## src/hw/isa_pkg.sv

```systemverilog
package isa_pkg;

  localparam int inst_width = 32;
  localparam int reg_bits = 5;
  localparam int opcode_bits = 6;

  // field positions.
  localparam int opcode_lsb = 26;
  localparam int rs_lsb = 21;
  localparam int rt_lsb = 16;
  localparam int rd_lsb = 11;

  //////////////////////////////////////////////////////////////////////

  typedef enum logic [opcode_bits-1:0] {
    op_nop   = 6'h00,  // also marks an empty slot.
    op_add   = 6'h01,
    op_sub   = 6'h02,
    op_cmp   = 6'h03,
    op_test  = 6'h04,
    op_jr    = 6'h0F,
    op_addi  = 6'h10,
    op_subi  = 6'h11,
    op_cmpi  = 6'h12,
    op_testi = 6'h13,
    op_lw    = 6'h20,
    op_sw    = 6'h21,
    op_la    = 6'h22,
    op_sa    = 6'h23,
    op_jmp   = 6'h30,
    op_je    = 6'h31,
    op_jo    = 6'h32
  } opcode_e;

  typedef enum logic [1:0] {
    mem_op_none  = 2'd0,
    mem_op_read  = 2'd1,
    mem_op_write = 2'd2
  } mem_op_e;

  //////////////////////////////////////////////////////////////////////

  function automatic opcode_e get_opcode(input logic [inst_width-1:0] inst);
    return opcode_e'(inst[opcode_lsb +: opcode_bits]);
  endfunction

  function automatic logic [reg_bits-1:0] get_rs(input logic [inst_width-1:0] inst);
    return inst[rs_lsb +: reg_bits];
  endfunction

  function automatic logic [reg_bits-1:0] get_rt(input logic [inst_width-1:0] inst);
    return inst[rt_lsb +: reg_bits];
  endfunction

  function automatic logic [reg_bits-1:0] get_rd(input logic [inst_width-1:0] inst);
    return inst[rd_lsb +: reg_bits];
  endfunction

endpackage

```

## src/hw/issue_pkg.sv

```systemverilog
package issue_pkg;

  // execution pipe an instruction needs.
  typedef enum logic [1:0] {
    pipe_dont_care = 2'd0,
    pipe_memory    = 2'd1,
    pipe_branch    = 2'd2
  } pipe_class_e;

  // one bit per register field.
  typedef logic [2:0] reg_use_t;

  localparam reg_use_t use_none = 3'b000;
  localparam reg_use_t use_rs   = 3'b001;
  localparam reg_use_t use_rt   = 3'b010;
  localparam reg_use_t use_rd   = 3'b100;

  // bit n set means slot n may still issue.
  typedef logic [1:0] slot_mask_t;

endpackage

```

## src/hw/load_hazard.sv

```systemverilog
`timescale 1ns/1ns

module load_hazard
  import isa_pkg::*;
  import issue_pkg::*;
(
  input  logic [inst_width-1:0] ahead_instruction,
  input  mem_op_e               ahead_mem_op,
  input  logic [inst_width-1:0] instruction0,
  input  logic [inst_width-1:0] instruction1,
  output slot_mask_t            slot_mask,
  output logic                  load_stall
);

  logic [reg_bits-1:0] ahead_rt;
  logic                hit0;
  logic                hit1;

  assign ahead_rt = get_rt(ahead_instruction);  // load target.

  assign hit0 = (get_rs(instruction0) == ahead_rt) ||
                (get_rt(instruction0) == ahead_rt);
  assign hit1 = (get_rs(instruction1) == ahead_rt) ||
                (get_rt(instruction1) == ahead_rt);

  // the whole pair waits for the load data.
  assign load_stall = (ahead_mem_op == mem_op_read) && (hit0 || hit1);
  assign slot_mask  = load_stall ? 2'b00 : 2'b11;

endmodule

```

## src/hw/split_hazard.sv

```systemverilog
`timescale 1ns/1ns

module split_hazard
  import isa_pkg::*;
  import issue_pkg::*;
(
  input  logic [inst_width-1:0] instruction0,
  input  logic [inst_width-1:0] instruction1,
  input  slot_mask_t            slot_mask_in,
  output slot_mask_t            slot_mask_out,
  output logic                  split_stall
);

  logic [inst_width-1:0] inst0;
  logic [inst_width-1:0] inst1;
  reg_use_t              dst0;
  reg_use_t              src1;
  logic [reg_bits-1:0]   dst_reg0;
  logic                  rs_hit;
  logic                  rt_hit;

  function automatic reg_use_t src_use(input opcode_e op);
    reg_use_t src;
    case (op) inside
      op_nop, 6'b11????: begin  // branches touch no gpr.
        src = use_none;
      end
      op_jr, 6'b01????, op_lw: begin
        src = use_rs;
      end
      6'b00????, op_sw: begin  // register alu and store.
        src = use_rs | use_rt;
      end
      op_sa: begin
        src = use_rt;
      end
      default: begin
        src = use_none;
      end
    endcase
    return src;
  endfunction

  function automatic reg_use_t dst_use(input opcode_e op);
    reg_use_t dst;
    case (op) inside
      op_nop, op_jr: begin
        dst = use_none;
      end
      6'b00????: begin  // register alu.
        dst = use_rd;
      end
      6'b01????, op_lw, op_la: begin  // immediate alu and loads.
        dst = use_rt;
      end
      default: begin
        dst = use_none;
      end
    endcase
    return dst;
  endfunction

  // masked slots look like nops.
  assign inst0 = slot_mask_in[0] ? instruction0 : '0;
  assign inst1 = slot_mask_in[1] ? instruction1 : '0;

  assign dst0 = dst_use(get_opcode(inst0));
  assign src1 = src_use(get_opcode(inst1));

  assign dst_reg0 = ((dst0 & use_rt) != use_none) ? get_rt(inst0) : get_rd(inst0);

  assign rs_hit = ((src1 & use_rs) != use_none) && (get_rs(inst1) == dst_reg0);
  assign rt_hit = ((src1 & use_rt) != use_none) && (get_rt(inst1) == dst_reg0);

  assign split_stall   = (dst0 != use_none) && (rs_hit || rt_hit);
  assign slot_mask_out = slot_mask_in & {~split_stall, 1'b1};

endmodule

```

## src/hw/steer.sv

```systemverilog
`timescale 1ns/1ns

module steer
  import isa_pkg::*;
  import issue_pkg::*;
(
  input  logic [inst_width-1:0] instruction0,
  input  logic [inst_width-1:0] instruction1,
  input  slot_mask_t            slot_mask_in,
  output slot_mask_t            slot_mask_out,
  output logic                  steer_stall,
  output logic                  first
);

  logic [inst_width-1:0] inst0;
  logic [inst_width-1:0] inst1;
  pipe_class_e           pipe0;
  pipe_class_e           pipe1;

  function automatic pipe_class_e pipe_of(input opcode_e op);
    pipe_class_e pipe;
    case (op) inside
      op_cmp, op_test, op_cmpi, op_testi: pipe = pipe_branch;  // set flags.
      6'b10????: pipe = pipe_memory;
      6'b11????: pipe = pipe_branch;
      default: pipe = pipe_dont_care;
    endcase
    return pipe;
  endfunction

  assign inst0 = slot_mask_in[0] ? instruction0 : '0;
  assign inst1 = slot_mask_in[1] ? instruction1 : '0;

  assign pipe0 = pipe_of(get_opcode(inst0));
  assign pipe1 = pipe_of(get_opcode(inst1));

  ////////////////////////////////////////////////////////////////////
  // memory pipe sits behind slot 1, branch pipe behind slot 0
  ////////////////////////////////////////////////////////////////////

  always_comb begin
    steer_stall   = 1'b0;
    first         = 1'b0;
    slot_mask_out = slot_mask_in;
    case ({pipe0, pipe1})
      {pipe_branch, pipe_branch}: begin
        steer_stall   = 1'b1;
        slot_mask_out = slot_mask_in & 2'b01;
      end
      {pipe_memory, pipe_memory}: begin
        steer_stall   = 1'b1;
        first         = 1'b1;  // lone load goes to slot 1.
        slot_mask_out = slot_mask_in & 2'b01;
      end
      {pipe_memory, pipe_branch},
      {pipe_memory, pipe_dont_care},
      {pipe_dont_care, pipe_branch}: begin
        first = 1'b1;
      end
      default: begin
        first = 1'b0;
      end
    endcase
  end

endmodule

```

## src/hw/issue.sv

```systemverilog
`timescale 1ns/1ns

module issue
  import isa_pkg::*;
  import issue_pkg::*;
#(
  parameter int addr_width = 32,
  parameter int id_width   = 6
) (
  input  logic                  clk,
  input  logic                  arst_n,
  input  logic                  flush,
  input  logic [inst_width-1:0] ahead_instruction,
  input  mem_op_e               ahead_mem_op,
  input  logic [inst_width-1:0] instruction0_in,
  input  logic [inst_width-1:0] instruction1_in,
  input  logic [addr_width-1:0] pc0_in,
  input  logic [addr_width-1:0] pc1_in,
  input  logic [id_width-1:0]   id0_in,
  input  logic [id_width-1:0]   id1_in,
  output logic [inst_width-1:0] instruction0_out,
  output logic [inst_width-1:0] instruction1_out,
  output logic [addr_width-1:0] pc0_out,
  output logic [addr_width-1:0] pc1_out,
  output logic [id_width-1:0]   id0_out,
  output logic [id_width-1:0]   id1_out,
  output logic                  first,
  output logic                  stall_out
);

  logic [inst_width-1:0] held_instruction0;
  logic [inst_width-1:0] held_instruction1;
  logic [addr_width-1:0] held_pc0;
  logic [addr_width-1:0] held_pc1;
  logic [id_width-1:0]   held_id0;
  logic [id_width-1:0]   held_id1;
  logic                  held_valid;

  logic [inst_width-1:0] work_instruction0;
  logic [inst_width-1:0] work_instruction1;
  logic [addr_width-1:0] work_pc0;
  logic [addr_width-1:0] work_pc1;
  logic [id_width-1:0]   work_id0;
  logic [id_width-1:0]   work_id1;

  slot_mask_t            load_mask;
  slot_mask_t            split_mask;
  slot_mask_t            final_mask;

  ////////////////////////////////////////////////////////////////////
  // working pair
  ////////////////////////////////////////////////////////////////////

  assign held_valid = (held_instruction0 != '0) || (held_instruction1 != '0);

  assign work_instruction0 = held_valid ? held_instruction0 : instruction0_in;
  assign work_instruction1 = held_valid ? held_instruction1 : instruction1_in;
  assign work_pc0          = held_valid ? held_pc0 : pc0_in;
  assign work_pc1          = held_valid ? held_pc1 : pc1_in;
  assign work_id0          = held_valid ? held_id0 : id0_in;
  assign work_id1          = held_valid ? held_id1 : id1_in;

  load_hazard u_load_hazard (
    .ahead_instruction (ahead_instruction),
    .ahead_mem_op      (ahead_mem_op),
    .instruction0      (work_instruction0),
    .instruction1      (work_instruction1),
    .slot_mask         (load_mask),
    .load_stall        ()
  );

  split_hazard u_split_hazard (
    .instruction0  (work_instruction0),
    .instruction1  (work_instruction1),
    .slot_mask_in  (load_mask),
    .slot_mask_out (split_mask),
    .split_stall   ()
  );

  steer u_steer (
    .instruction0  (work_instruction0),
    .instruction1  (work_instruction1),
    .slot_mask_in  (split_mask),
    .slot_mask_out (final_mask),
    .steer_stall   (),
    .first         (first)
  );

  assign stall_out = !(final_mask[0] && final_mask[1]);

  ////////////////////////////////////////////////////////////////////
  // output slots
  ////////////////////////////////////////////////////////////////////

  always_comb begin
    instruction0_out = '0;
    instruction1_out = '0;
    pc0_out          = '0;
    pc1_out          = '0;
    id0_out          = '0;
    id1_out          = '0;
    if (!flush) begin
      if (final_mask[0] && !first) begin
        instruction0_out = work_instruction0;
        pc0_out          = work_pc0;
        id0_out          = work_id0;
      end
      if (final_mask[0] && first) begin  // swapped into slot 1.
        instruction1_out = work_instruction0;
        pc1_out          = work_pc0;
        id1_out          = work_id0;
      end
      if (final_mask[1] && !first) begin
        instruction1_out = work_instruction1;
        pc1_out          = work_pc1;
        id1_out          = work_id1;
      end
      if (final_mask[1] && first) begin
        instruction0_out = work_instruction1;
        pc0_out          = work_pc1;
        id0_out          = work_id1;
      end
    end
  end

  // unissued slots wait here, issued ones leave a hole.
  always_ff @(posedge clk or negedge arst_n) begin
    if (!arst_n) begin
      held_instruction0 <= '0;
      held_instruction1 <= '0;
      held_pc0          <= '0;
      held_pc1          <= '0;
      held_id0          <= '0;
      held_id1          <= '0;
    end else if (flush) begin
      held_instruction0 <= '0;
      held_instruction1 <= '0;
      held_pc0          <= '0;
      held_pc1          <= '0;
      held_id0          <= '0;
      held_id1          <= '0;
    end else begin
      held_instruction0 <= final_mask[0] ? '0 : work_instruction0;
      held_instruction1 <= final_mask[1] ? '0 : work_instruction1;
      held_pc0          <= final_mask[0] ? '0 : work_pc0;
      held_pc1          <= final_mask[1] ? '0 : work_pc1;
      held_id0          <= final_mask[0] ? '0 : work_id0;
      held_id1          <= final_mask[1] ? '0 : work_id1;
    end
  end

endmodule

```

## config.mk

```make
export PLATFORM = sky130hd
export DESIGN_NAME = issue
export DESIGN_NICKNAME = d
export VERILOG_FILES = /design/src/hw/isa_pkg.sv /design/src/hw/issue_pkg.sv /design/src/hw/load_hazard.sv /design/src/hw/split_hazard.sv /design/src/hw/steer.sv /design/src/hw/issue.sv
export SDC_FILE = /design/constraint.sdc
export NUM_CORES = 1
export LEC_CHECK = 0
export ABC_AREA = 1
export BUFFER_PORTS_ARGS = -buffer_cell sky130_fd_sc_hd__buf_2
export CAP_MARGIN = 25
export CELL_PAD_IN_SITES_DETAIL_PLACEMENT = 1
export CELL_PAD_IN_SITES_GLOBAL_PLACEMENT = 1
export CORE_MARGIN = 2
export CORE_UTILIZATION = 30
export CTS_BUF_LIST = sky130_fd_sc_hd__clkbuf_16
export CTS_CLUSTER_DIAMETER = 50
export DETAILED_ROUTE_END_ITERATION = 7
export GPL_ROUTABILITY_DRIVEN = 0
export PLACE_DENSITY = 0.81
export SLEW_MARGIN = 10
export SYNTH_ARGS = -nofsm -noshare
export SYNTH_HDL_FRONTEND = slang
export SYNTH_SLANG_ARGS = --single-unit
```

## constraint.sdc

```tcl
create_clock -name clk -period 4.9 [get_ports clk]
set_input_delay 0.245 -clock clk [delete_from_list [all_inputs] [get_ports clk]]
set_output_delay 0.245 -clock clk [all_outputs]
set_load 0.005 [all_outputs]
```

==> flow_metrics.py, run 1 <==
metrics = {
    "placed_design": {
        "io_buffers": 291,
        "dpl_cell_area_sq_um": 13300,
        "hpwl_microns": 33000,
    },
    "synthesis": {
        "yosys.area.top_type_share_pct": 32.09,
        "synth.yosys.seq_area_share_pct": 32.09,
        "syn-instance-count": 1847,
        "syn_area_per_cell_sq_um": 5.911,
        "synth_area_leaders": "dfrtp_1 32%, nand2_1 15%, nand3_1 12%",
        "synth_cell_types": 34,
        "syn_area_sq_um": 10920,
        "syn_nets": 2024,
        "ys_warn_count": 0,
        "synth_seq_cells": 140,
        "synth_top_cell_by_area": "dfrtp_1",
    },
    "detailed_routing": {
        "drt.antenna.violating_nets": 0,
        "vias": 14160,
        "drc": 0,
        "wirelength_microns": 56580,
        "avgRoutedWirePerCell_microns": 21.11,
        "dr.pass1.iters": 7,
        "first_iter_violations": 965,
        "viasPerCell": 5.285,
    },
    "worst_setup_path": {
        "end_kind": "output port",
        "cpMostUsedCell": "nand2_1",
        "critPathSlowestCell": "dfrtp_1",
        "crit_type": "reg -> out",
        "crit_path_start_kind": "flip-flop",
        "cpPeakStageDelay_ns": 0.44,
        "cp.required_ns": 4.66,
        "critPathArrivalTime_ns": 5.61,
        "path_max_fanout": 7,
    },
    "sta": {
        "rsz0062_at_grt": "yes",
        "fin_crit_sh_pct": 119.5,
        "period_needed_ns": 5.858,
        "tightest_slew_ns": 0.9089,
        "maxSlewViolCount": 0,
        "setup-tns-final_ns": -131.12,
        "slew_headroom_pct": 39.41,
        "fmax_mhz": 170.7,
        "skew_ns": 0.02060,
        "setup_viol": 207,
        "setup_slack_ns": -0.9575,
        "hold_violations": 0,
    },
    "grt": {
        "track_usage_pct": 26.64,
        "antenna_found_initial": 1,
        "grt-ovfl-total": 0,
        "grt_max_degree": 100,
        "grt_pass1_wl_microns": 78920,
        "grt_pass1_vias": 14230,
    },
    "cells_and_area": {
        "final_layout_size_suffix_gt1_share_pct": 35.93,
        "syn_to_final_growth_pct": 49.06,
        "fin_area_sq_um": 16270,
        "fin_nets": 2382,
        "fin_util_pct": 45.53,
        "num-fill-cells": 4659,
    },
    "worst_hold_path": {
        "hold_class": "in -> reg",
    },
    "die": {
        "initial_core_util_pct": 30.55,
        "rows": 69,
        "ios": 319,
        "dieHeight_microns": 194.8,
        "die_x_microns": 194.8,
        "die_area_sq_um": 37940,
        "core_sq_um": 35740,
    },
    "outcome": {
        "status": "finished with violations",
        "violations": "negative setup slack",
    },
    "cts": {
        "root_buffer": "clkbuf_16",
        "htree_levels": 4,
        "cts.path.max_buffers": 2,
        "path_clk_slew_ns": 0.06,
        "clk_latency_ns": 0.47,
        "cts_buffers": 17,
        "cts_tree": "done",
        "cts_sinks": 140,
    },
    "run": {
        "drv_cap": 0,
    },
}
[flip-flops by register name (all words and copies together), names as in the netlist]
register,cells
held_id0,6
held_pc1,32
held_instruction0,32
held_pc0,32
held_instruction1,32
held_id1,6
[stage by stage]
step	instances	hold WS (ns)	setup slack, ns
after detailed placement	2559	0.4681	-0.3359
final	2680	0.09925	-0.9575
after global placement	2559	0.4546	-0.1360
after floorplan	1847	-0.05059	0.9257
after CTS	2646	0.07014	-0.4198
after global routing	2680	0.1060	-1.224
[placed cells by master (no fill, tap or decap), types with 40 or more instances in the layout]
cell type	n
nor2_2	64
buf_4	97
nand3_2	40
dfrtp_1	140
nand2_2	54
inv_1	309
nor2_1	224
nand3_1	215
o21ai_0	67
or2_2	46
nand2_1	360
nand4_1	66
buf_2	287
[final cells by class]
cell class	instances	area, sq um	share of cell area (%)
diodes	1	2.502	0.01538
flip-flops and latches	140	3503	21.53
inverters	343	1318	8.096
repair inverters	1	8.758	0.05382
clock buffers	17	425.4	2.614
multi-input cells	1243	6628	40.72
clock inverters	15	203.9	1.253
well taps	461	576.8	3.544
repair buffers	459	3608	22.17
[critical path, delay by kind of cell, from the launching register on]
family | cells | cell delay, ns
and+or+nand+nor | 27 | 2.99
buffers and inverters | 8 | 1.04
DFF | 1 | 0.44
AOI/OAI and AO/OA | 3 | 0.39
xor gates and xnor gates | 1 | 0.27
[what timing repair did]
item,in CTS,in global routing
hold endpoints to repair,23,0
cloned,9,17
hold buffers,1,0
gates resized for setup,145,197
endpoints found under the setup margin,142,212
buffers inserted,45,16
pin swaps,52,63
[synthesized netlist by cell type, drive strengths merged]
master   instances
o2111ai          1
clkbuf          51
nor2           299
a21oi            9
nand2          446
o211ai           5
o31ai            1
o22ai            6
o21ai           78
nor3             6
xor2             2
inv            343
a31oi            1
dfrtp          140
a31o             1
nand4           66
or2             47
nand3          271
buf             73
o21bai           1
[metal layers]
metal | up-vias | global-route usage [%] | part of all wire [%]
met1 | 6927 | 32.53 | 40
met3 | 189 | 3.870 | 6.2
li1 | 6386 | - | -
met5 | - | 0 | 0
met2 | 661 | 46.77 | 49
met4 | 0 | 11.37 | 5.0
[kinds of logic (layout without fill, tap and decap cells)]
kind of cell              after synthesis  after routing  synth area share [%]
buffers and inverters                 467            835                 17.21
and+or+nand+nor                      1135           1138                 45.34
AOI/OAI and AO/OA                     103            103                 5.203
other                                   0              1                     0
xor gates and xnor gates                2              2                0.1605
DFF                                   140            140                 32.09
[path summary, 6_finish.rpt]
check,slack (ns),cells after the start,startpoint,to
worst max-delay path,-0.96,39,held_instruction0[20],instruction0_out[23]
worst min-delay path,0.1,3,instruction0_in[21],held_instruction0[21]
worst max register to register,-0.18,35,held_instruction0[20],held_instruction1[18]
worst min register to register,0.61,2,held_instruction0[21],held_instruction0[21]
max in group asynchronous,3.75,3,arst_n,held_pc0[2]
min in group asynchronous,0.21,2,arst_n,held_pc1[8]
Power of run 1 is not shown: default switching activity piles up to over one toggle a cycle in this logic, so the estimate is an artifact.
==> run 2: changes to the inputs <==
--- a/config.mk
+++ b/config.mk
@@ -16,6 +16,7 @@
 export CTS_CLUSTER_DIAMETER = 50
 export DETAILED_ROUTE_END_ITERATION = 7
 export GPL_ROUTABILITY_DRIVEN = 0
+export GPL_TIMING_DRIVEN = 0
 export PLACE_DENSITY = 0.81
 export SLEW_MARGIN = 10
 export SYNTH_ARGS = -nofsm -noshare
==> run 2 against run 1 <==
The run still ends with negative setup slack left; via count is 1.6% lower; first-iteration DRC count down 3.4%; routed wire length fell by 4.6%; die area did not move; sequential share of layout area is 1.4 points higher; cell count increased by 0.56%; clock skew is 0.0078 ns lower; hold slack got worse by 0.0057 ns; utilization fell by 2.8 points; setup slack better by 0.081 ns; sequential cell count stayed put; count of clock-buffer cells in the layout unchanged.
==> flow_metrics.py, run 2 (synthesized netlist as in run 1, its figures left out) <==
metrics = {
    "outcome": {
        "status": "finished with violations",
        "violations": "negative setup slack",
    },
    "die": {
        "dieHeight_microns": 194.8,
        "die_area_sq_um": 37940,
        "rows": 69,
        "die_x_microns": 194.8,
        "core_sq_um": 35740,
        "initial_core_util_pct": 30.55,
        "ios": 319,
    },
    "cts": {
        "cts_tree": "done",
        "cts_buffers": 17,
        "root_buffer": "clkbuf_16",
        "cts_sinks": 140,
        "htree_levels": 4,
        "path_clk_slew_ns": 0.06,
        "clk_latency_ns": 0.45,
        "cts.path.max_buffers": 2,
    },
    "worst_hold_path": {
        "hp-start": "instruction0_in[31]",
        "min_path_cells": 3,
        "hold_class": "in -> reg",
        "holdPathEnd": "held_instruction0[31]",
    },
    "worst_setup_path": {
        "end_kind": "output port",
        "cp.required_ns": 4.66,
        "path_buf_inv": 8,
        "r2r-start": "held_instruction1[24]",
        "r2r_setup_slack_ns": -0.32,
        "crit_type": "reg -> out",
        "reg2regPathDepth": 38,
        "critPathArrivalTime_ns": 5.53,
        "path_max_fanout": 10,
        "crit_path_start_kind": "flip-flop",
        "cpPeakStageDelay_ns": 0.40,
        "critPathSlowestCell": "dfrtp_1",
        "r2r-end": "held_pc1[11]",
        "cpMostUsedCell": "nand2_1",
        "crit_family": "simple AND/OR/NAND/NOR gates",
    },
    "detailed_routing": {
        "wirelength_microns": 53990,
        "avgRoutedWirePerCell_microns": 20.03,
        "viasPerCell": 5.169,
        "drc": 0,
        "drt.antenna.violating_nets": 0,
        "first_iter_violations": 932,
        "vias": 13930,
        "dr.pass1.iters": 5,
    },
    "sta": {
        "setup_slack_ns": -0.8762,
        "slew_headroom_pct": 36.71,
        "fmax_mhz": 173.1,
        "period_needed_ns": 5.776,
        "hold_violations": 0,
        "rsz0062_at_grt": "yes",
        "tightest_slew_ns": 0.9493,
        "skew_ns": 0.01280,
        "fin_crit_sh_pct": 117.9,
        "setup_viol": 202,
        "maxSlewViolCount": 0,
    },
    "grt": {
        "grt_pass1_vias": 14220,
        "grt_max_degree": 96,
        "grt-ovfl-total": 0,
        "antenna_found_initial": 2,
        "grt_pass1_wl_microns": 80160,
        "track_usage_pct": 27.22,
    },
    "run": {
        "drv_cap": 0,
    },
    "cells_and_area": {
        "syn_to_final_growth_pct": 40.03,
        "num-fill-cells": 4788,
        "final_layout_size_suffix_gt1_share_pct": 29.57,
        "final_cell_mix": "380 x nand2_1, 333 x inv_1, 289 x buf_2",
        "area.sequential_sq_um": 3503,
        "fin_nets": 2399,
        "final_common_cell": "nand2_1",
        "multi_input_area_sq_um": 6203,
    },
    "placed_design": {
        "place_ws_ns": -1.009,
        "io_buffers": 291,
        "hpwl_microns": 38730,
    },
}
[run 2: tightest hold or removal path, delay by kind of cell]
family          cells  cell delay (ns)
compound gates      1             0.07
simple gates        1             0.08
buf+inv             1             0.10
[run 2: worst max path at each step]
stage	start	endpoint	slack (ns)	cells after the start
floorplan	held_instruction1[22]	instruction0_out[26]	0.93	38
global placement	held_instruction0[1]	instruction0_out[29]	-0.98	37
detailed placement	held_instruction0[4]	instruction0_out[29]	-1.01	40
CTS	held_instruction1[15]	instruction0_out[10]	-0.52	39
global route	held_instruction1[22]	instruction0_out[27]	-1.06	40
finish	held_instruction1[24]	instruction0_out[28]	-0.88	40
[run 2: stage by stage]
step	TNS [ns]	utilization, %	cell area [sq um]	hold WS [ns]	instances
final	-122.79	42.77	15290	0.09355	2695
after floorplan	0	-	10920	-0.05059	1847
after global routing	-159.89	42.77	15290	0.1084	2695
after CTS	-64.07	40.85	14600	0.07874	2669
after detailed placement	-126.21	36.34	12990	0.1859	2600
after global placement	-109.53	36.24	12950	0.5096	2599
[run 2: cell type report]
cell class	count	area share, %
well taps	461	3.773
repair buffers	357	13.86
clock inverters	12	0.9903
diodes	2	0.03274
multi-input cells	1240	40.58
plain buffers	123	6.523
flip-flops and latches	140	22.92
clock buffers	17	2.783
inverters	343	8.552
[run 2: timing repair]
item | in CTS | in global routing
pin swaps | 45 | 60
setup endpoints to repair | 212 | 207
buffers inserted | 36 | 23
gates cloned | 4 | 1
gates resized for setup | 200 | 135
endpoints found under the hold margin | 45 | 0
hold buffers | 1 | 0
[run 2: per-layer routing]
metal | vias to the layer above | GRT usage, % | part of all wire, %
met1 | 6813 | 34.96 | 42
met5 | - | 0 | 0
met3 | 142 | 3.210 | 5.4
met2 | 578 | 46.34 | 48
li1 | 6397 | - | -
met4 | 0 | 11.42 | 4.2
Power of run 2 is left out for the same reason.
